### src/include/aabb_defines.svh
`ifndef AABB_DEFINES_SVH
`define AABB_DEFINES_SVH

// coordinates and reciprocals are two's complement fixed point
`define AABB_COORD_W 16
`define AABB_FRAC_W 8 // fraction bits of a coordinate

// x, y and z
`define AABB_AXES 3

// difference times reciprocal keeps every bit with one spare on top
`define AABB_T_W 34

`endif

### src/hw/aabb_pkg.sv
`include "aabb_defines.svh"

package aabb_pkg;

	//////////////////////////////////////////////////
	// scalar types
	//////////////////////////////////////////////////

	typedef logic signed [`AABB_COORD_W-1:0] coord_t; // origin, corner or 1/dir
	typedef logic signed [`AABB_COORD_W:0] diff_t; // corner minus origin
	typedef logic signed [`AABB_T_W-1:0] tval_t; // distance along the ray

	// distances carry the fraction bits of both factors
	localparam int T_FRAC_W = 2 * `AABB_FRAC_W;

	//////////////////////////////////////////////////
	// per-axis vectors, index 0 is x
	//////////////////////////////////////////////////

	typedef coord_t [`AABB_AXES-1:0] coord_vec_t;
	typedef diff_t [`AABB_AXES-1:0] diff_vec_t;
	typedef tval_t [`AABB_AXES-1:0] tval_vec_t;
	typedef logic [`AABB_AXES-1:0] axis_mask_t;

	// unbounded interval for an axis the ray runs parallel to
	localparam tval_t T_NEG_INF = {1'b1, {(`AABB_T_W-1){1'b0}}};
	localparam tval_t T_POS_INF = {1'b0, {(`AABB_T_W-1){1'b1}}};

endpackage

### src/hw/slab_links.sv


//////////////////////////////////////////////////
// stage 3 to stage 4
//////////////////////////////////////////////////

interface bound_link;
	logic valid;
	logic ready;
	aabb_pkg::tval_t t_near;
	aabb_pkg::tval_t t_far;
	logic reject;

	modport src (output valid, output t_near, output t_far, output reject, input ready);
	modport snk (input valid, input t_near, input t_far, input reject, output ready);
endinterface

### src/hw/hit_decide.sv
`timescale 1ns/1ps

module hit_decide (
	input logic clk,
	input logic rst,
	bound_link.snk up,
	output logic out_valid,
	input logic out_ready,
	output logic hit,
	output aabb_pkg::tval_t t_near,
	output aabb_pkg::tval_t t_far
);

	logic take;
	logic far_ge_near; // intervals overlap
	logic far_ahead; // exit lies in front of the origin

	assign up.ready = ~out_valid | out_ready;
	assign take = up.valid & up.ready;

	assign far_ge_near = up.t_far >= up.t_near;
	assign far_ahead = up.t_far > 0;

	always_ff @(posedge clk or posedge rst) begin
		if (rst) begin
			out_valid <= 1'b0;
		end else if (take) begin
			out_valid <= 1'b1;
		end else if (out_ready) begin
			out_valid <= 1'b0; // result consumed
		end
	end

	// result register
	always_ff @(posedge clk) begin
		if (take) begin
			hit <= ~up.reject & far_ge_near & far_ahead;
			t_near <= up.t_near;
			t_far <= up.t_far;
		end
	end

endmodule

### src/flat_wrapper.sv
// flat-port wrapper written by rule: the top's interface ports become plain ports
module hit_decide_flat 
  (clk, rst, out_valid, out_ready, hit, t_near, t_far, up_valid, up_t_near, up_t_far, up_reject, up_ready);
  bound_link up_i ();
  input logic clk;
  input logic rst;
  output logic out_valid;
  input logic out_ready;
  output logic hit;
  output aabb_pkg::tval_t t_near;
  output aabb_pkg::tval_t t_far;
  input wire logic [$bits(up_i.valid)-1:0] up_valid;
  input wire logic [$bits(up_i.t_near)-1:0] up_t_near;
  input wire logic [$bits(up_i.t_far)-1:0] up_t_far;
  input wire logic [$bits(up_i.reject)-1:0] up_reject;
  output wire logic [$bits(up_i.ready)-1:0] up_ready;
  assign up_i.valid = up_valid;
  assign up_i.t_near = up_t_near;
  assign up_i.t_far = up_t_far;
  assign up_i.reject = up_reject;
  assign up_ready = up_i.ready;
  hit_decide u_core (.clk(clk), .rst(rst), .up(up_i), .out_valid(out_valid), .out_ready(out_ready), .hit(hit), .t_near(t_near), .t_far(t_far));
endmodule
### config.mk
export PLATFORM = sky130hd
export DESIGN_NAME = hit_decide_flat
export DESIGN_NICKNAME = d
export VERILOG_FILES = /design/src/hw/aabb_pkg.sv /design/src/hw/slab_links.sv /design/src/hw/hit_decide.sv /design/src/flat_wrapper.sv
export VERILOG_INCLUDE_DIRS = /design/src /design/src/include
export SDC_FILE = /design/constraint.sdc
export NUM_CORES = 1
export LEC_CHECK = 0
export ABC_CLOCK_PERIOD_IN_PS = 6200
export BUFFER_PORTS_ARGS = -buffer_cell sky130_fd_sc_hd__buf_2
export CAP_MARGIN = 20
export CORE_MARGIN = 4
export CORE_UTILIZATION = 50
export DETAILED_ROUTE_END_ITERATION = 6
export HOLD_SLACK_MARGIN = 0.1
export PLACE_DENSITY = 0.85
export SLEW_MARGIN = 20
export SYNTH_ARGS = -nofsm -noshare
export SYNTH_HDL_FRONTEND = slang
export SYNTH_SLANG_ARGS = --single-unit
### constraint.sdc
create_clock -name clk -period 6.2 [get_ports clk]
set_input_delay 0.31 -clock clk [delete_from_list [all_inputs] [get_ports clk]]
set_output_delay 0.31 -clock clk [all_outputs]
set_load 0.005 [all_outputs]
======== Word-level counts from Yosys, hierarchy flattened ========
Index checks and enable logic that the tools add are counted.
storage, ports and cells
  register bits ........................... 70
  bits of input ports ..................... 73
  logic and storage cells ................. 15
cells by class
  magnitude comparators ................... 2
  mux-type cells .......................... 2
  bitwise logic cells ..................... 6
  reduce and logical (&&, ||, !) cells .... 1
operators by type and width
  cell                 count
  $ge 34x34->1         1
  $gt 34x1->1 const B  1
  $and 1x1->1          3
  $mux 1               2
  $not 1->1            2
  $reduce_bool 2->1    1
  $or 1x1->1           1

======== Longest topological paths before layout ========
  word-level depth ........................ 4
  depth in mapped cells ................... 8
  mapped depth without buffers ............ 8

======== Worst setup path after synthesis ========
OpenSTA, ideal clock, no wires.
  path type ............................... flip-flop to flip-flop
  from .................................... register u_core.out_valid
  to ...................................... register u_core.hit (enable)
  setup time .............................. 0.435 ns
  arrival time ............................ 2.141 ns
  data required time ...................... 5.765 ns
  setup slack ............................. 3.624 ns
  stages on the path, launching flop included .. 3
  clock period less this slack ............ 2.576 ns
  cell sequence ........................... dfrtp_1 > nand2b_1 > and2_1
between the ends
  word-level cells in the longest chain between the ends .. 3
RTL lines
  item                    line                RTL
  from (decl)             hit_decide.sv:7     output logic out_valid,
  from (signal assigned)  hit_decide.sv:26    out_valid <= 1'b0;
  from (signal assigned)  hit_decide.sv:28    out_valid <= 1'b1;
  from (signal assigned)  hit_decide.sv:30    out_valid <= 1'b0;
  $not 1->1               hit_decide.sv:18    assign up.ready = ~out_valid | out_ready;
  $or 1x1->1              hit_decide.sv:18
  net up_ready            flat_wrapper.sv:16  output wire logic [$bits(up_i.ready)-1:0] up_ready;
  $and 1x1->1             hit_decide.sv:19    assign take = up.valid & up.ready;
  net u_core.take         hit_decide.sv:14    logic take;
  to (signal assigned)    hit_decide.sv:37    hit <= ~up.reject & far_ge_near & far_ahead;
  to (decl)               hit_decide.sv:9     output logic hit,
The timed path passes the listed nets, and every way through them passes these cells.
A chain may end at the register's enable or synchronous reset.

======== Worst setup path in the final report ========
  from .................................... input up_t_near[15]
  to ...................................... register u_core.hit (data pin)
between the ends
  word-level cells in the longest chain between the ends .. 3
RTL lines
  item                       line                RTL
  from (decl)                flat_wrapper.sv:13  input wire logic [$bits(up_i.t_near)-1:0] up_t_near;
  $ge 34x34->1               hit_decide.sv:21    assign far_ge_near = up.t_far >= up.t_near;
  $and 1x1->1 (2 in series)  hit_decide.sv:37
Every way passes these cells.

==> metrics.log <==
[metrics] run status: finished clean
[metrics] overall overflow remaining after global route: 0
[metrics] reg-to-reg endpoint: u_core.t_near[0]
[metrics] number of different library cells in the post-synthesis netlist: 25
[metrics] post-detailed-route DRC marker count: 0
[metrics] clock tree from TritonCTS: built
[metrics] count of buffers inserted at the top-level ports: 143
[metrics] origin of the critical flop-to-flop path: u_core.out_valid
[metrics] share of the synthesized area in the top cell type: 67.5%
[metrics] setup slack after placement: 3.92 ns
[metrics] hold slack final: 0.161 ns
[metrics] clk_lat worst skew: 0.33 ns
[metrics] Synth Cell Area: 3070 sq um
[metrics] Clock Skew: 0.00650 ns
[metrics] Starting DRT DRC Count: 86
[metrics] detailed placer's ending HPWL: 5940 um
[metrics] final hold violations: 0
[metrics] number of rows in the core area: 28
[metrics] clock tree sinks: 70
[metrics] total power: 1.17 mW
[metrics] final period utilization: 30.3%
[metrics] layout-stage area growth over the synthesis result: 35.5%
[metrics] largest fanout of any net on the critical path: 3
[metrics] number of global-route vias before repair: 2363
[metrics] last weighted congestion value of the routability-driven placer: 0.782
[metrics] most area-consuming cells after synthesis: edfxtp_1, ha_1, inv_1, a21oi_1, nor4_1
[metrics] worst ir drop on vdd: 0.000185 V
[metrics] Max Buffers Root-to-Sink: 2
[metrics] Relative slew margins: 40.8%
[metrics] finished layout cell area: 4160 sq um
[metrics] fraction of layout instances using a drive strength above 1: 44.3%
[metrics] die boundary height: 86.4 um
[metrics] H-tree levels: 3
[metrics] Top-Level Pins: 144
[metrics] Worst setup SP type: input port
[metrics] Register-to-Register Setup Slack: 4.49 ns
[metrics] master cell of the clock root buffer: clkbuf_8
[metrics] ratio of routed vias to standard cells: 5.23
[metrics] largest net degree at the start of global routing: 70
[metrics] worst slew pin tran: 0.887 ns
[metrics] most common cell after layout, fill and taps aside: buf_2
[metrics] commonest cells after routing, fill and taps aside: buf_2, edfxtp_1, inv_1
[metrics] end point of the critical path: u_core.hit
[metrics] critical path class: in -> reg
[metrics] min cycle time layout: 1.88 ns
[metrics] wire length of the first global-routing pass: 11600 um
[metrics] number of antenna-violating nets in the routed design: 0
[metrics] Worst EP arrival: 2.02 ns
[metrics] power density over the cells: 281 nW/um^2
[metrics] number of inserted diodes: 0
[metrics] drt first pass iters: 6
[metrics] vias: 2317
[metrics] leakage component of the power: 1.95 nW
[metrics] unrepaired setup endpoints after global routing: no
[metrics] final number of max-transition violations: 0
[metrics] total nets after synthesis: 314
[metrics] sequential area share after synthesis: 68.3%
[metrics] Nets: 470
[metrics] number of setup violations in the final report: 0
[metrics] sequential cell area in the final layout: 2100 sq um
[metrics] Synth warnings: 0
[metrics] average wire per cell in the routed design: 17.3 um
[metrics] syn avg cell area: 14.8 sq um
[metrics] worst setup path startpoint: up_t_near[15]
[metrics] die outline width: 86.4 um
[metrics] starting density of the core: 51.6%
[metrics] total wire length: 7680 um
[metrics] placeable core area: 5960 sq um
[metrics] combined global-route utilization of all metal layers: 20.7%
[metrics] filler cell count: 442
[metrics] dominant cell type by area after synthesis: edfxtp_1
[metrics] register bit count reported by yosys: 70
[metrics] type of the worst min-delay path: in -> reg
[metrics] number of cells upsized or downsized after cts: 0
[metrics] depth of the worst register-to-register path: 3
[metrics] post-layout worst setup margin: 4.32 ns
[metrics] area of the multi-input gates: 840 sq um
[metrics] max-capacitance violation count: 0
[metrics] Post-Route Setup TNS: 0 ns
[metrics] clock-pin transition on the worst setup and hold timing paths: 0.08 ns
[metrics] kind of capture point of the worst setup path: register
[metrics] post-CTS setup buffers: 0
[metrics] highest attainable clock frequency: 0.532 GHz
[metrics] gate count of the mapped netlist: 207
[metrics] critical path data required time: 6.34 ns
[metrics] initial antenna violation count: 1
[metrics] instance area after placement: 3890 sq um
[metrics] DIE AREA: 7460 sq um
[metrics] clock buffer count from CTS: 9
worst max-delay path: stages:
cell and delay (ns):
buf_2 0.09, inv_1 0.04, ha_1 0.28, nand4_1 0.14, nor4_1 0.38, o211ai_1 0.16
o211ai_1 0.12, xor2_1 0.11, a2111oi_2 0.37
cell type report:
type | instances | area share [%]
Multi-Input combinational cell | 101 | 20.2
Timing Repair Buffer | 145 | 17.6
Tap cell | 75 | 2.26
Clock buffer | 10 | 3.07
Clock inverter | 6 | 3.19
Sequential cell | 70 | 50.4
Inverter | 36 | 3.25
metal layers:
metal | vias up | wire, um | global-route usage (%)
met5 | - | 13 | 0
li1 | 1090 | - | -
met4 | 2 | 123 | 7.37
met1 | 1097 | 2820 | 23.0
met2 | 115 | 3960 | 36.4
met3 | 13 | 761 | 7.32
where the power goes:
group | internal (mW) | leakage [nW] | switching (mW)
logic | 0.0576 | 1.15 | 0.0724
clock network | 0.308 | 0.129 | 0.173
registers | 0.551 | 0.668 | 0.00612
synth_stat cells:
master / count
edfxtp_1: 69
o211ai_1: 2
and2_1: 1
and4_4: 1
dfrtp_1: 1
a21o_1: 2
nand2_1: 7
a2111oi_2: 1
nor2b_1: 3
nand4_1: 6
o41ai_1: 1
and4_2: 1
a21oi_1: 15
xor2_1: 1
ha_1: 34
inv_1: 36
nor4_1: 9
nor3_1: 1
nand2b_1: 2
o21ai_0: 6
or3_1: 1
nor2_1: 1
a221oi_2: 1
nand3_1: 2
and4_1: 3
registers in the layout, indices dropped and copies added, names as in the netlist:
register,count
u_core.t_far,34
u_core.out_valid,1
u_core.hit,1
u_core.t_near,34
kinds of logic (layout without fill, tap and decap cells):
family / count (synthesis) / after routing / share of synthesized area, %
AOI/OAI and AO/OA: 28 / 28 / 5.66
xor gates and xnor gates: 1 / 1 / 0.285
adders and majority gates: 34 / 34 / 13.9
buffers and inverters: 36 / 197 / 4.40
DFF: 70 / 70 / 68.3
and+or+nand+nor: 38 / 38 / 7.50
what timing repair did:
action                                  in CTS  in global routing
hold endpoints to repair                     1                  0
endpoints found under the setup margin       0                  0
hold buffers                                 1                  0
worst min-delay path by stage:
stage | start | to | slack [ns] | cells past startpoint
6_report | up_t_near[22] | u_core.t_near[22] | 0.16 | 1
5_1_grt | up_t_near[20] | u_core.t_near[20] | 0.14 | 1
4_1_cts | up_t_near[22] | u_core.t_near[22] | 0.14 | 1
3_5_place_dp | rst | u_core.out_valid | 0.16 | 2
3_3_place_gp | rst | u_core.out_valid | 0.14 | 2
2_1_floorplan | rst | u_core.out_valid | 0.04 | 1
metrics by stage:
step	instances	utilization, %
6_report	443	69.8
5_1_grt	443	69.8
4_1_cts	443	69.8
3_5_place_dp	426	65.3
3_3_place_gp	426	65.3
2_1_floorplan	207	-
No activity file was read; power rests on OpenSTA's default activity.
