==> config.mk <==
export PLATFORM = sky130hd
export DESIGN_NAME = slab_diff_flat
export DESIGN_NICKNAME = d
export VERILOG_FILES = /design/src/hw/aabb_pkg.sv /design/src/hw/slab_links.sv /design/src/hw/slab_diff.sv /design/src/flat_wrapper.sv
export VERILOG_INCLUDE_DIRS = /design/src /design/src/include
export SDC_FILE = /design/constraint.sdc
export NUM_CORES = 1
export LEC_CHECK = 0
export ABC_AREA = 1
export BUFFER_PORTS_ARGS = -buffer_cell sky130_fd_sc_hd__clkbuf_2
export CAP_MARGIN = 30
export CORE_UTILIZATION = 55
export DETAILED_ROUTE_END_ITERATION = 12
export PLACE_DENSITY = 0.84
export SYNTH_ARGS = -nofsm -noshare
export SYNTH_HDL_FRONTEND = slang
export SYNTH_SLANG_ARGS = --single-unit
==> constraint.sdc <==
create_clock -name clk -period 19.4 [get_ports clk]
set_clock_uncertainty 0.15 [all_clocks]
set_input_delay 2.91 -clock clk [delete_from_list [all_inputs] [get_ports clk]]
set_output_delay 2.91 -clock clk [all_outputs]
set_load 0.02 [all_outputs]
==> src/include/aabb_defines.svh <==
`ifndef AABB_DEFINES_SVH
`define AABB_DEFINES_SVH

// coordinates and reciprocals are two's complement fixed point
`define AABB_COORD_W 16
`define AABB_FRAC_W 8 // fraction bits of a coordinate

// x, y and z
`define AABB_AXES 3

// difference times reciprocal keeps every bit with one spare on top
`define AABB_T_W 34

`endif

==> src/hw/aabb_pkg.sv <==
`include "aabb_defines.svh"

package aabb_pkg;

	//////////////////////////////////////////////////
	// scalar types
	//////////////////////////////////////////////////

	typedef logic signed [`AABB_COORD_W-1:0] coord_t; // origin, corner or 1/dir
	typedef logic signed [`AABB_COORD_W:0] diff_t; // corner minus origin
	typedef logic signed [`AABB_T_W-1:0] tval_t; // distance along the ray

	// distances carry the fraction bits of both factors
	localparam int T_FRAC_W = 2 * `AABB_FRAC_W;

	//////////////////////////////////////////////////
	// per-axis vectors, index 0 is x
	//////////////////////////////////////////////////

	typedef coord_t [`AABB_AXES-1:0] coord_vec_t;
	typedef diff_t [`AABB_AXES-1:0] diff_vec_t;
	typedef tval_t [`AABB_AXES-1:0] tval_vec_t;
	typedef logic [`AABB_AXES-1:0] axis_mask_t;

	// unbounded interval for an axis the ray runs parallel to
	localparam tval_t T_NEG_INF = {1'b1, {(`AABB_T_W-1){1'b0}}};
	localparam tval_t T_POS_INF = {1'b0, {(`AABB_T_W-1){1'b1}}};

endpackage

==> src/hw/slab_links.sv <==
`timescale 1ns/1ps

//////////////////////////////////////////////////
// stage 1 to stage 2
//////////////////////////////////////////////////

interface diff_link;
	logic valid;
	logic ready;
	aabb_pkg::diff_vec_t d_lo; // box_min - origin
	aabb_pkg::diff_vec_t d_hi; // box_max - origin
	aabb_pkg::coord_vec_t inv; // reciprocal direction
	aabb_pkg::axis_mask_t par; // parallel flags
	logic reject; // origin outside a parallel slab

	modport src (
		output valid,
		output d_lo,
		output d_hi,
		output inv,
		output par,
		output reject,
		input ready
	);

	modport snk (
		input valid,
		input d_lo,
		input d_hi,
		input inv,
		input par,
		input reject,
		output ready
	);
endinterface


==> src/hw/slab_diff.sv <==
`timescale 1ns/1ps
`include "aabb_defines.svh"

module slab_diff (
	input logic clk,
	input logic rst,
	input logic in_valid,
	output logic in_ready,
	input aabb_pkg::coord_vec_t origin,
	input aabb_pkg::coord_vec_t box_min,
	input aabb_pkg::coord_vec_t box_max,
	input aabb_pkg::coord_vec_t inv_dir,
	input aabb_pkg::axis_mask_t parallel,
	diff_link.src down
);

	logic valid_q;
	logic take;
	aabb_pkg::diff_vec_t d_lo_n;
	aabb_pkg::diff_vec_t d_hi_n;
	aabb_pkg::axis_mask_t outside; // origin not between the slab planes

	assign in_ready = ~valid_q | down.ready; // empty or draining
	assign take = in_valid & in_ready;
	assign down.valid = valid_q;

	always_comb begin
		for (int a = 0; a < `AABB_AXES; a++) begin
			d_lo_n[a] = aabb_pkg::diff_t'($signed(box_min[a]))
				- aabb_pkg::diff_t'($signed(origin[a]));
			d_hi_n[a] = aabb_pkg::diff_t'($signed(box_max[a]))
				- aabb_pkg::diff_t'($signed(origin[a]));
			outside[a] = ($signed(origin[a]) < $signed(box_min[a]))
				|| ($signed(origin[a]) > $signed(box_max[a]));
		end
	end

	always_ff @(posedge clk or posedge rst) begin
		if (rst) begin
			valid_q <= 1'b0;
		end else if (take) begin
			valid_q <= 1'b1;
		end else if (down.ready) begin
			valid_q <= 1'b0;
		end
	end

	// payload only moves on a transfer
	always_ff @(posedge clk) begin
		if (take) begin
			down.d_lo <= d_lo_n;
			down.d_hi <= d_hi_n;
			down.inv <= inv_dir;
			down.par <= parallel;
			down.reject <= |(parallel & outside); // parallel and outside is a miss
		end
	end

endmodule

==> src/flat_wrapper.sv <==
// flat-port wrapper written by rule: the top's interface ports become plain ports
module slab_diff_flat 
  (clk, rst, in_valid, in_ready, origin, box_min, box_max, inv_dir, parallel, down_valid, down_d_lo, down_d_hi, down_inv, down_par, down_reject, down_ready);
  diff_link down_i ();
  input logic clk;
  input logic rst;
  input logic in_valid;
  output logic in_ready;
  input aabb_pkg::coord_vec_t origin;
  input aabb_pkg::coord_vec_t box_min;
  input aabb_pkg::coord_vec_t box_max;
  input aabb_pkg::coord_vec_t inv_dir;
  input aabb_pkg::axis_mask_t parallel;
  output wire logic [$bits(down_i.valid)-1:0] down_valid;
  output wire logic [$bits(down_i.d_lo)-1:0] down_d_lo;
  output wire logic [$bits(down_i.d_hi)-1:0] down_d_hi;
  output wire logic [$bits(down_i.inv)-1:0] down_inv;
  output wire logic [$bits(down_i.par)-1:0] down_par;
  output wire logic [$bits(down_i.reject)-1:0] down_reject;
  input wire logic [$bits(down_i.ready)-1:0] down_ready;
  assign down_valid = down_i.valid;
  assign down_d_lo = down_i.d_lo;
  assign down_d_hi = down_i.d_hi;
  assign down_inv = down_i.inv;
  assign down_par = down_i.par;
  assign down_reject = down_i.reject;
  assign down_i.ready = down_ready;
  slab_diff u_core (.clk(clk), .rst(rst), .in_valid(in_valid), .in_ready(in_ready), .origin(origin), .box_min(box_min), .box_max(box_max), .inv_dir(inv_dir), .parallel(parallel), .down(down_i));
endmodule
# Word level (Yosys, flattened, before mapping)
# Index checks and enable logic that the tools add are counted.
[classes]
addsub = 6
mul = 0
div = 0
magnitude_cmp = 6
n_eq_ne = 0
shifts = 0
mux = 2
n_bitwise = 4
reduce_logical = 5
[op_table]
columns = ["cell", "count"]
rows = [
  ["$sub 16x16->17", 6],
  ["$gt 16x16->1", 3],
  ["$lt 16x16->1", 3],
  ["$and 3x3->3", 1],
  ["$logic_or 1x1->1", 3],
  ["$reduce_or 3->1", 1],
  ["$mux 1", 2],
  ["$reduce_bool 2->1", 1],
  ["$and 1x1->1", 1],
  ["$not 1->1", 1],
  ["$or 1x1->1", 1],
]
[totals]
register_bits = 155
latch_bits = 0
mem_bits_rw = 0
mem_bits_ro = 0
inputBits = 199
output_inout_bits = 156
wordCells = 35
n_memories = 0

# Longest topological paths before layout
# Gate-level depths: netlist of run 1.
[logic_depth]
ltp_word = 4
mapped_depth = 16
depth_no_buf = 16

# Worst setup path after synthesis of run 1
# Ideal clock, no wire load.
[synth_path]
path_kind = "input to register"
from = "input in_valid"
to = "register u_core.down.d_hi[0] (enable)"
setup_ns = 0.719
t_arrival_ns = 10.357
required_ns = 18.531
path_slack_ns = 8.174
path_stages = 2
path_buffers = 0
path_cell_list = "inv_1 a21oi_1"
[synth_via]
elab_chain_len = 1
[synth_lines]
columns = ["item", "line_no", "source"]
rows = [
  ["from (decl)", "flat_wrapper.sv:7", "input logic in_valid;"],
  ["$and 1x1->1", "slab_diff.sv:24", "assign take = in_valid & in_ready;"],
  ["net u_core.take", "slab_diff.sv:18", "logic take;"],
  ["to (signal assigned)", "slab_diff.sv:52", "down.d_hi <= d_hi_n;"],
  ["to (decl)", "slab_links.sv:19", "output d_hi,"],
]
# The timed path passes the listed nets, and every way through them passes these cells.
# A chain may end at the register's enable or synchronous reset.

# Worst setup path in the final report of run 1
[layout_path]
from = "input down_ready"
to = "output in_ready"
[layout_via]
elab_chain_len = 1
[layout_lines]
columns = ["item", "line_no", "source"]
rows = [
  ["from (decl)", "flat_wrapper.sv:20", "input wire logic [$bits(down_i.ready)-1:0] down_ready;"],
  ["$or 1x1->1", "slab_diff.sv:23", "assign in_ready = ~valid_q | down.ready;"],
  ["to (decl)", "flat_wrapper.sv:8", "output logic in_ready;"],
]
# Every way passes these cells.

==> results of run 1 <==
[report_power, final]
part / internal [mW] / total, mW / switching (mW)
Combinational: 0.102 / 0.279 / 0.177
Sequential: 0.414 / 0.422 / 0.00857
Clock: 0.176 / 0.342 / 0.165
[worst register-to-register path, cell delays in order, from the launching register on]
cell,delay (ns)
dfrtp_1,0.43
a21oi_4,0.60
buf_4,0.78
[routing by layer]
layer / GRT usage (%) / up-vias / part of all wire (%)
met3: 7.78 / 84 / 8.4
met1: 32.3 / 3823 / 39
met4: 15.7 / 0 / 4.9
li1: - / 4224 / -
met2: 47.7 / 376 / 48
met5: 0 / - / 0
[metrics by stage]
stage               total power [mW]  cells  util, %  setup WS (ns)  hold slack [ns]
finish                          1.04   1640     72.5          13.00            0.470
global route                    1.09   1640     72.5          12.98            0.505
CTS                             1.05   1640     72.5          13.01            0.460
detailed placement             0.707   1608     69.0          13.01            0.441
global placement               0.701   1608     69.0          13.03            0.412
floorplan                      0.622   1027        -           8.17            0.618
[cells by family after synthesis]
kind of cell	count (synthesis)
buffers and inverters	169
adders and majority gates	108
DFF	155
and+or+nand+nor	351
xor gates and xnor gates	86
AOI/OAI and AO/OA	158
[worst max-delay path by stage]
stage	slack (ns)	end	start
global placement	13.03	in_ready	down_ready
finish	13.00	in_ready	down_ready
CTS	13.01	in_ready	down_ready
detailed placement	13.01	in_ready	down_ready
floorplan	8.17	u_core.down.d_hi[0]	in_valid
global route	12.98	in_ready	down_ready
[sequential cells by signal, indices dropped and copies added (netlist names)]
name and flops:
u_core.down.d_lo 51, u_core.down.valid 1, u_core.down.par 3, u_core.down.d_hi 51, u_core.down.inv 48, u_core.down.reject 1
[synth_stat cells (2+ instances only)]
master,count
nand3b_1,10
edfxtp_1,154
ha_1,102
nor2_2,5
a21boi_2,4
o21ai_4,3
nor4_1,3
o21ai_0,11
nand3_1,34
nor3_2,3
nand2_1,215
o21ai_1,6
a211oi_1,5
o21bai_4,2
nand2_2,9
fa_1,6
o21ai_2,5
a21o_1,13
nor2_1,58
a21oi_2,9
xnor2_1,25
nor3_1,2
a221oi_1,2
a31oi_1,9
nand4_1,4
xor2_1,60
o21bai_1,15
a21oi_1,67
o211ai_1,3
nand3_2,5
inv_1,160
inv_2,8
[placed cells by master (no fill, tap or decap), types with 4 or more instances in the layout]
cell type | synthesis | final
clkbuf_2 | 0 | 354
nand2_1 | 215 | 215
inv_1 | 160 | 160
edfxtp_1 | 154 | 154
ha_1 | 102 | 102
a21oi_1 | 67 | 66
xor2_1 | 60 | 60
nor2_1 | 58 | 58
nand3_1 | 34 | 34
xnor2_1 | 25 | 25
clkbuf_16 | 0 | 17
o21bai_1 | 15 | 15
a21o_1 | 13 | 13
o21ai_0 | 11 | 11
nand3b_1 | 10 | 10
a31oi_1 | 9 | 9
nand2_2 | 9 | 9
a21oi_2 | 9 | 9
inv_2 | 8 | 8
o21ai_1 | 6 | 6
fa_1 | 6 | 6
inv_8 | 0 | 6
a211oi_1 | 5 | 5
o21ai_2 | 5 | 5
nand3_2 | 5 | 5
nor2_2 | 5 | 5
clkinv_8 | 0 | 5
a21boi_2 | 4 | 4
nand4_1 | 4 | 4
[area by class of cell]
cell class / instances / area share (%)
Clock buffer: 17 / 3.34
Clock inverter: 15 / 1.50
Inverter: 169 / 4.99
Multi-Input combinational cell: 703 / 37.4
Sequential cell: 155 / 36.6
Tap cell: 225 / 2.21
Timing Repair Buffer: 356 / 14.0
==> results.py, run 1 <==
metrics = {
    "placement": {
        "placed_area_sq_um": 12100,
        "port_buffers": 354,
        "post-dp-hpwl_um": 21400,
        "place.gp.congestion": 0.965,
    },
    "yosys": {
        "yosysSeqAreaShare_pct": 46.4,
        "async_flop_share_pct": 0.645,
        "synth_cell_types": 42,
        "synth.top_cell.area_share_pct": 46.1,
        "synthTopCellsByArea": "edfxtp_1 (46%), ha_1 (13%), nand2_1 (8.1%)",
        "syn_inst": 1027,
        "ys_warn_count": 0,
        "synth-simple-area-share_pct": 15.2,
        "yosys.area.top_type": "edfxtp_1",
        "synth-adder-area-share_pct": 13.9,
        "synth_edf_count": 154,
        "synth_compound_area_share_pct": 10.6,
        "synth_xor_xnor_area_share_pct": 7.59,
        "avgSynthCellArea_sq_um": 9.76,
        "synth_area_sq_um": 10000,
        "synth_top_family_by_area": "simple AND/OR/NAND/NOR gates",
        "syn_nets": 1334,
        "yosys_most_used_dff": "edfxtp_1",
        "muxShareOfSynthArea_pct": 0,
        "synth-seq-cells": 155,
    },
    "sta": {
        "final-setup-viol-count": 0,
        "relSlewSlack_pct": 42.1,
        "rsz0062_at_grt": "no",
        "final-hold-violation-count": 0,
        "fin_setup_tns_ns": 0,
        "min_period_ns": 6.40,
        "max_slew.worst_pin.slew_ns": 0.868,
        "finalCritPeriodShare_pct": 33.0,
        "drv_slew": 0,
        "max_freq_ghz": 0.156,
    },
    "layout": {
        "syn_to_final_growth_pct": 26.9,
        "multiInputGateArea_sq_um": 4750,
        "final_nets": 1709,
        "seq_area_sq_um": 4650,
        "diodes": 0,
        "fillers": 1360,
        "drive_above_1_share_pct": 31.6,
        "final_area_sq_um": 12700,
    },
    "min_path": {
        "whs_path_depth": 2,
        "hold_class": "flop to flop",
        "holdPathEnd": "u_core.down.valid",
        "hold_start": "u_core.down.valid",
    },
    "cts": {
        "cts_tree": "done",
        "cts.sinks": 155,
        "cts_buffers": 17,
        "htreeDepth": 4,
        "cts_setup_buffers": 0,
        "clk_path_buf_depth": 2,
        "hold_buffers": 0,
        "path_clk_slew_ns": 0.07,
        "cts_root_buffer": "clkbuf_16",
        "clk_latency_ns": 0.42,
        "cts-resized-gates": 0,
    },
    "setup_path": {
        "cpMostUsedCell": "clkbuf_2",
        "critical_path_buf_inv_count": 3,
        "path_depth": 4,
        "crit_type": "input pin to primary output",
        "slowest_delay_ns": 0.17,
        "critPathRequiredTime_ns": 16.34,
        "r2r_slack_ns": 16.99,
        "cpLargestDelayFamily": "buffers and inverters",
        "r2r-end": "u_core.down.d_lo[30]",
        "start_kind": "input pin",
        "worstSetupEndpointType": "primary output",
        "critPathSlowestCell": "clkbuf_2",
        "worstPathCellList": "clkbuf_2 > inv_1 > nand2_1 > clkbuf_2",
        "r2r-start": "u_core.down.valid",
        "reg2reg_depth": 2,
        "critPathArrivalTime_ns": 3.34,
        "cp_max_fo": 2,
    },
    "route": {
        "ant_nets": 0,
        "wl_per_cell_um": 16.0,
        "via_per_inst": 5.19,
        "first_pass_iters": 5,
        "drcViolationCount": 0,
        "drt_wl_total_um": 26200,
        "drtIter0Drc": 465,
        "vias": 8507,
    },
    "pwr": {
        "vdd_drop_max_v": 0.0000633,
        "leakage_nw": 6.48,
        "p_per_area_nw_per_um2": 82.0,
    },
    "floorplanning": {
        "die_h_um": 137,
        "initial_core_util_pct": 57.2,
        "die_w_um": 137,
        "rows": 48,
        "pin_count": 355,
        "core_sq_um": 17500,
        "die-area_sq_um": 18800,
    },
    "grt": {
        "antenna_found_initial": 0,
        "overflow": 0,
        "grt_util_all_layers_pct": 28.3,
        "grt_pass1_wl_um": 39900,
        "grt_pass1_vias": 8294,
        "grt_max_degree": 69,
    },
    "run": {
        "cap_violations": 0,
    },
    "run_status": {
        "outcome": "finished, final reports clean",
    },
}
No activity file was read; power rests on OpenSTA's default activity.
==> run 2, diff against run 1 <==
--- a/config.mk
+++ b/config.mk
@@ -9,9 +9,9 @@
 export ABC_AREA = 1
 export BUFFER_PORTS_ARGS = -buffer_cell sky130_fd_sc_hd__clkbuf_2
 export CAP_MARGIN = 30
-export CORE_UTILIZATION = 55
+export CORE_UTILIZATION = 46
 export DETAILED_ROUTE_END_ITERATION = 12
-export PLACE_DENSITY = 0.84
+export PLACE_DENSITY = 0.75
 export SYNTH_ARGS = -nofsm -noshare
 export SYNTH_HDL_FRONTEND = slang
 export SYNTH_SLANG_ARGS = --single-unit
==> constraint.sdc (replaced) <==
create_clock -name clk -period 5.15 [get_ports clk]
set_clock_uncertainty 0.15 [all_clocks]
set_input_delay 0.7725 -clock clk [delete_from_list [all_inputs] [get_ports clk]]
set_output_delay 0.7725 -clock clk [all_outputs]
set_load 0.02 [all_outputs]
==> run 2 against run 1 <==
Combinational power rose to 3.8 times the previous value. Hold slack got worse by 0.097 ns. Global-route usage decreased by 4.1 points. Sequential cell count stayed put. First-iteration DRC count down 14%. Sequential power grew to 3.8 times the previous value. Critical endpoint is now u_core.down.d_lo[33]. Critical path type is now input pin to flop. Count of clock-buffer cells in the layout unchanged. Largest power group unchanged. Setup slack got worse by 10 ns. Final cell count rose by 3.4%. Clock power increased to 3.7 times the previous value. Non-clock buffer count unchanged.
==> results.py, run 2 (synthesis results as in run 1) <==
metrics = {
    "grt": {
        "overflow": 0,
        "grt_pass1_vias": 8194,
        "antenna_found_initial": 6,
        "grt_pass1_wl_um": 40900,
        "grt_util_all_layers_pct": 24.1,
        "grt_max_degree": 155,
    },
    "min_path": {
        "hold_class": "input pin to flop",
        "whs_path_depth": 1,
        "holdPathEnd": "u_core.down.inv[35]",
        "hold_start": "inv_dir[35]",
    },
    "cts": {
        "cts_root_buffer": "clkbuf_16",
        "cts_setup_buffers": 0,
        "cts_tree": "done",
        "path_clk_slew_ns": 0.08,
        "clk_latency_ns": 0.42,
        "cts-resized-gates": 0,
        "cts.sinks": 155,
        "htreeDepth": 4,
        "hold_buffers": 1,
        "cts_buffers": 17,
        "clk_path_buf_depth": 2,
    },
    "pwr": {
        "p_switching_mw": 1.32,
        "vdd_drop_max_v": 0.000195,
        "p_per_area_nw_per_um2": 306,
        "totalPowerFinal_mw": 3.92,
        "leakage_nw": 6.47,
        "power.internal_mw": 2.60,
        "pwr-share-clk_pct": 32.4,
        "p_comb_share_pct": 27.0,
        "pwr-share-seq_pct": 40.6,
        "p_sw_share_pct": 33.7,
    },
    "sta": {
        "drv_slew": 0,
        "relSlewSlack_pct": 43.2,
        "final-setup-viol-count": 0,
        "fin_setup_tns_ns": 0,
        "finalCritPeriodShare_pct": 46.6,
        "max_slew.worst_pin.slew_ns": 0.852,
        "rsz0062_at_grt": "no",
        "final-hold-violation-count": 0,
        "min_period_ns": 2.40,
        "max_freq_ghz": 0.416,
    },
    "floorplanning": {
        "core_sq_um": 21200,
        "die_w_um": 150,
        "initial_core_util_pct": 47.2,
        "die_h_um": 150,
        "rows": 53,
        "die-area_sq_um": 22400,
        "pin_count": 355,
    },
    "route": {
        "ant_nets": 0,
        "drtIter0Drc": 402,
        "wl_per_cell_um": 16.0,
        "first_pass_iters": 5,
        "drcViolationCount": 0,
        "vias": 8428,
        "via_per_inst": 4.97,
        "drt_wl_total_um": 27100,
    },
    "layout": {
        "drive_above_1_share_pct": 31.5,
        "layout_commonest_cell": "clkbuf_2",
        "final_cell_mix": "clkbuf_2 (354), nand2_1 (215), inv_1 (160)",
        "final_cells": 1696,
        "reg.largest.list": "u_core.down.d_hi x51, u_core.down.d_lo x51, u_core.down.inv x48",
        "syn_to_final_growth_pct": 27.6,
        "final_nets": 1709,
        "fillers": 1878,
    },
    "placement": {
        "post-dp-hpwl_um": 21900,
        "port_buffers": 354,
        "place.gp.congestion": 0.943,
        "placed_cells": 1657,
    },
    "setup_path": {
        "critPathRequiredTime_ns": 5.16,
        "reg2reg_depth": 2,
        "crit_type": "input pin to flop",
        "slowest_delay_ns": 0.43,
        "critPathArrivalTime_ns": 2.41,
        "critPathSlowestCell": "fa_1",
        "r2r-start": "u_core.down.valid",
        "r2r-end": "u_core.down.d_lo[33]",
        "cp_max_fo": 4,
        "r2r_slack_ns": 3.29,
        "crit_start": "origin[16]",
        "worstSetupEndpointType": "flop",
        "start_kind": "input pin",
        "cpMostUsedCell": "nand2_1",
        "worstPathCellList": "clkbuf_2 > ha_1 > fa_1 > nand3b_1 > nand2_1 > a21boi_2 > o21ai_4 > nand3_1 > nand2_1 > xor2_1",
    },
    "run_status": {
        "outcome": "finished, final reports clean",
    },
    "run": {
        "cap_violations": 0,
    },
}
run 2: cell types whose count changed in the layout (fill, tap and decap cells not counted):
cell,delta
diode_2,+6
inv_6,+3
buf_4,-2
buf_12,+1
clkinv_4,-1
clkinv_8,-1
clkinvlp_4,+1
dlygate4sd3_1,+1
inv_12,-1
inv_8,-1
run 2: metrics by stage:
step                      area [sq um]  hold WS, ns  utilization [%]  setup WS, ns
after floorplan                  10000        0.351                -          1.14
after global routing             12800        0.347             60.3          2.64
after CTS                        12800        0.352             60.2          2.76
after global placement           12200        0.415             57.4          2.35
final                            12800        0.373             60.3          2.75
after detailed placement         12200        0.435             57.4          2.32
run 2: power by group through the flow:
| stage | combinational, mW | sequential [mW] | clock (mW) |
|---|---|---|---|
| after detailed placement | 1.05 | 1.62 | 0 |
| after floorplan | 0.561 | 1.77 | 0 |
| after global placement | 1.03 | 1.62 | 0 |
| final | 1.06 | 1.59 | 1.27 |
| after CTS | 1.06 | 1.59 | 1.30 |
| after global routing | 1.16 | 1.60 | 1.34 |
run 2: worst max-delay path: cells and delay by family:
family          cells  cell delay (ns)
compound gates      2             0.30
xor+xnor            1             0.06
fa+ha+maj           2             0.71
buf+inv             1             0.09
simple gates        4             0.47
run 2: how the worst max path moves through the flow:
stage                                      end  slack, ns  depth (start not counted)
final                     u_core.down.d_lo[33]       2.75                         10
after global routing      u_core.down.d_hi[46]       2.64                         12
after CTS                 u_core.down.d_lo[16]       2.76                         10
after detailed placement  u_core.down.d_lo[33]       2.32                         10
after global placement    u_core.down.d_lo[33]       2.35                         10
after floorplan            u_core.down.d_hi[0]       1.14                          2
run 2: layer usage:
layer / GRT usage (%) / vias up / routed length [um]
met3: 6.25 / 54 / 2230
met5: 0 / - / 0
li1: - / 4239 / -
met2: 41.0 / 347 / 13100
met1: 27.9 / 3788 / 10700
met4: 12.6 / 0 / 1040
run 2: area by class of cell:
| class | instances | area [sq um] | area share (%) |
|---|---|---|---|
| well taps | 275 | 344 | 2.69 |
| clock buffers | 17 | 425 | 3.33 |
| multi-input cells | 703 | 4750 | 37.1 |
| inverters | 169 | 634 | 4.96 |
| flip-flops and latches | 155 | 4650 | 36.3 |
| diodes | 6 | 15.0 | 0.117 |
| clock inverters | 15 | 171 | 1.34 |
| repair buffers | 356 | 1800 | 14.1 |
==> run 3, diff against run 2 <==
--- a/config.mk
+++ b/config.mk
@@ -6,12 +6,12 @@
 export SDC_FILE = /design/constraint.sdc
 export NUM_CORES = 1
 export LEC_CHECK = 0
-export ABC_AREA = 1
+export ABC_AREA = 0
 export BUFFER_PORTS_ARGS = -buffer_cell sky130_fd_sc_hd__clkbuf_2
 export CAP_MARGIN = 30
-export CORE_UTILIZATION = 46
+export CORE_UTILIZATION = 51
 export DETAILED_ROUTE_END_ITERATION = 12
-export PLACE_DENSITY = 0.75
+export PLACE_DENSITY = 0.79
 export SYNTH_ARGS = -nofsm -noshare
 export SYNTH_HDL_FRONTEND = slang
 export SYNTH_SLANG_ARGS = --single-unit
==> constraint.sdc (replaced) <==
create_clock -name clk -period 2.4 [get_ports clk]
set_clock_uncertainty 0.15 [all_clocks]
set_input_delay 0.36 -clock clk [delete_from_list [all_inputs] [get_ports clk]]
set_output_delay 0.36 -clock clk [all_outputs]
set_load 0.02 [all_outputs]
==> run 3 against run 2 <==
First-iteration DRC count rose by 1.7%. Die area decreased by 13%. Clock power grew 120%. Count of clock-buffer cells in the layout did not move. Largest power group unchanged. Via count grew 5.1%. Sequential share of layout area shrank 2.8 points.
==> results.py, run 3 <==
metrics = {
    "run_status": {
        "outcome": "finished, final reports clean",
    },
    "route": {
        "drt_wl_total_um": 29100,
        "vias": 8861,
        "first_pass_iters": 7,
        "drcViolationCount": 0,
        "ant_nets": 0,
        "wl_per_cell_um": 17.5,
        "via_per_inst": 5.35,
        "drtIter0Drc": 409,
    },
    "yosys": {
        "synth_area_sq_um": 9630,
        "synth_compound_area_share_pct": 15.3,
        "synth_xor_xnor_area_share_pct": 6.19,
        "synth.most_common_cell": "edfxtp_1",
        "synth_edf_count": 154,
        "yosys.area.top_type": "edfxtp_1",
        "ys_warn_count": 0,
        "yosys_most_used_dff": "edfxtp_1",
        "yosysSeqAreaShare_pct": 48.3,
        "syn_nets": 1165,
        "synth-adder-area-share_pct": 14.5,
        "ys_top_cells_by_count": "edfxtp_1 (154), ha_1 (102), inv_1 (89), nor2_1 (58), xnor2_1 (54)",
        "synthTopCellsByArea": "edfxtp_1 (48%), ha_1 (13%), xnor2_1 (4.9%)",
        "synth_top_family_by_area": "compound AO/OA/AOI/OAI gates",
        "avgSynthCellArea_sq_um": 11.2,
        "muxShareOfSynthArea_pct": 0.104,
        "async_flop_share_pct": 0.645,
        "syn_inst": 858,
        "synth-simple-area-share_pct": 11.9,
        "synth.top_cell.area_share_pct": 48.0,
        "synth_cell_types": 77,
        "synth-seq-cells": 155,
    },
    "pwr": {
        "pwr-share-seq_pct": 39.0,
        "p_switching_mw": 2.84,
        "pwr-share-clk_pct": 31.7,
        "p_comb_share_pct": 29.3,
        "p_sw_share_pct": 32.5,
        "vdd_drop_max_v": 0.000525,
        "p_per_area_nw_per_um2": 630,
        "power.internal_mw": 5.90,
        "leakage_nw": 6.60,
    },
    "cts": {
        "cts.sinks": 155,
        "cts_setup_buffers": 0,
        "htreeDepth": 4,
        "cts_tree": "done",
        "cts_buffers": 17,
        "clk_latency_ns": 0.43,
        "clk_path_buf_depth": 2,
        "path_clk_slew_ns": 0.07,
        "cts_root_buffer": "clkbuf_16",
    },
    "sta": {
        "min_period_ns": 2.29,
        "drv_slew": 0,
        "final-hold-violation-count": 0,
        "max_freq_ghz": 0.437,
        "final-setup-viol-count": 0,
        "relSlewSlack_pct": 68.3,
        "hold_slack_ns": 0.0221,
        "finalCritPeriodShare_pct": 95.4,
        "max_slew.worst_pin.slew_ns": 0.464,
    },
    "placement": {
        "port_buffers": 354,
        "place.gp.congestion": 0.934,
        "post-dp-hpwl_um": 22000,
    },
    "grt": {
        "grt_max_degree": 55,
        "overflow": 0,
        "grt_pass1_wl_um": 45100,
        "antenna_found_initial": 2,
        "grt_util_all_layers_pct": 30.0,
        "grt_pass1_vias": 9021,
    },
    "floorplanning": {
        "die_w_um": 139,
        "die_h_um": 139,
        "initial_core_util_pct": 52.9,
        "core_sq_um": 18200,
        "rows": 49,
        "pin_count": 355,
        "die-area_sq_um": 19400,
    },
    "min_path": {
        "whs_path_depth": 1,
        "hold_class": "input pin to flop",
        "holdPathEnd": "u_core.down.par[2]",
        "hold_start": "parallel[2]",
    },
    "layout": {
        "fillers": 1224,
        "final_nets": 1720,
        "layout_commonest_cell": "clkbuf_2",
        "syn_to_final_growth_pct": 44.0,
        "drive_above_1_share_pct": 38.8,
        "reg.largest.list": "u_core.down.d_hi x51, u_core.down.d_lo x51, u_core.down.inv x48",
        "multiInputGateArea_sq_um": 4640,
        "seq_area_sq_um": 4650,
        "final_cell_mix": "clkbuf_2 (354), edfxtp_1 (154), buf_4 (134)",
        "postLayoutCoreUtil_pct": 76.1,
    },
    "setup_path": {
        "r2r-start": "u_core.down.valid",
        "critPathSlowestCell": "a311o_1",
        "start_kind": "input pin",
        "r2r_slack_ns": 0.64,
        "slowest_delay_ns": 0.32,
        "cp_max_fo": 4,
        "critPathRequiredTime_ns": 2.42,
        "worstSetupEndpointType": "flop",
        "crit_type": "input pin to flop",
        "critPathArrivalTime_ns": 2.30,
        "reg2reg_depth": 3,
        "worstPathCellList": "clkbuf_2 > inv_1 > ha_1 > nor2b_1 > o31a_2 > o2111ai_2 > a21oi_1 > o21a_1 > buf_4 > nor4_1 > a311o_1",
        "r2r-end": "u_core.down.d_hi[22]",
    },
    "run": {
        "cap_violations": 0,
    },
}
run 3: cell count changes in the layout (fill, tap and decap cells not counted), moves of 17 or more:
cell	change
inv_1	-71
nand2_1	-168
buf_4	+134
o21a_1	+19
o21ai_0	+21
nand2b_1	+17
nor2b_1	+23
xor2_1	-46
a21oi_1	-17
xnor2_1	+29
dlygate4sd3_1	+49
run 3: layout make-up:
type / count / area share (%)
clock inverters: 15 / 1.36
multi-input cells: 609 / 33.5
repair buffers: 541 / 24.1
well taps: 229 / 2.07
inverters: 89 / 2.41
diodes: 1 / 0.0180
clock buffers: 17 / 3.07
flip-flops and latches: 155 / 33.5
run 3: power groups by stage:
stage | registers [mW] | clock network, mW | logic [mW]
after floorplan | 3.76 | 0 | 1.15
after CTS | 3.40 | 2.81 | 2.53
after detailed placement | 3.46 | 0 | 2.44
after global routing | 3.43 | 2.91 | 2.77
after global placement | 3.45 | 0 | 2.39
final | 3.41 | 2.77 | 2.56
run 3: logic make-up after synthesis:
kind of cell    count (synthesis)
compound gates                208
xor+xnor                       68
fa+ha+maj                     108
buf+inv                        94
flops                         155
mux                             1
simple gates                  224
run 3: critical path, delay by kind of cell:
family / cells / cell delay, ns
buffers and inverters: 3 / 0.27
AND/OR/NAND/NOR: 2 / 0.22
adder cells (fa/ha/maj): 1 / 0.30
AO/OA/AOI/OAI: 5 / 1.17
run 3: what timing repair did:
action                     in CTS  in global routing
setup endpoints to repair       0                  1
hold buffers                   50                  0
resized for setup               0                  1
hold endpoints to repair       50                  0
run 3: metal layers:
layer  track usage [%]  wire [um]
met5                 0         12
met2              53.5      14700
met4              15.3       1250
met3              6.40       1960
met1              33.9      11200
run 3: metrics by stage:
step	setup slack (ns)	std cells	area (sq um)	total power, mW	TNS, ns
final	0.111	1656	13900	8.74	0
after global routing	-0.0346	1656	13900	9.11	-0.0346
after CTS	0.118	1655	13900	8.75	0
after detailed placement	-0.329	1573	12700	5.90	-6.26
after global placement	-0.228	1573	12700	5.84	-4.02
after floorplan	0.00368	858	9640	4.91	0
run 3: how the worst max path moves through the flow:
stage                           start              endpoint  cells past startpoint
final                       origin[1]  u_core.down.d_lo[15]                     11
after global routing       origin[17]    u_core.down.reject                     11
after CTS                  origin[17]    u_core.down.reject                     11
after detailed placement   origin[17]    u_core.down.reject                     11
after global placement    box_max[16]  u_core.down.d_hi[29]                     11
after floorplan             origin[6]  u_core.down.d_lo[15]                      7
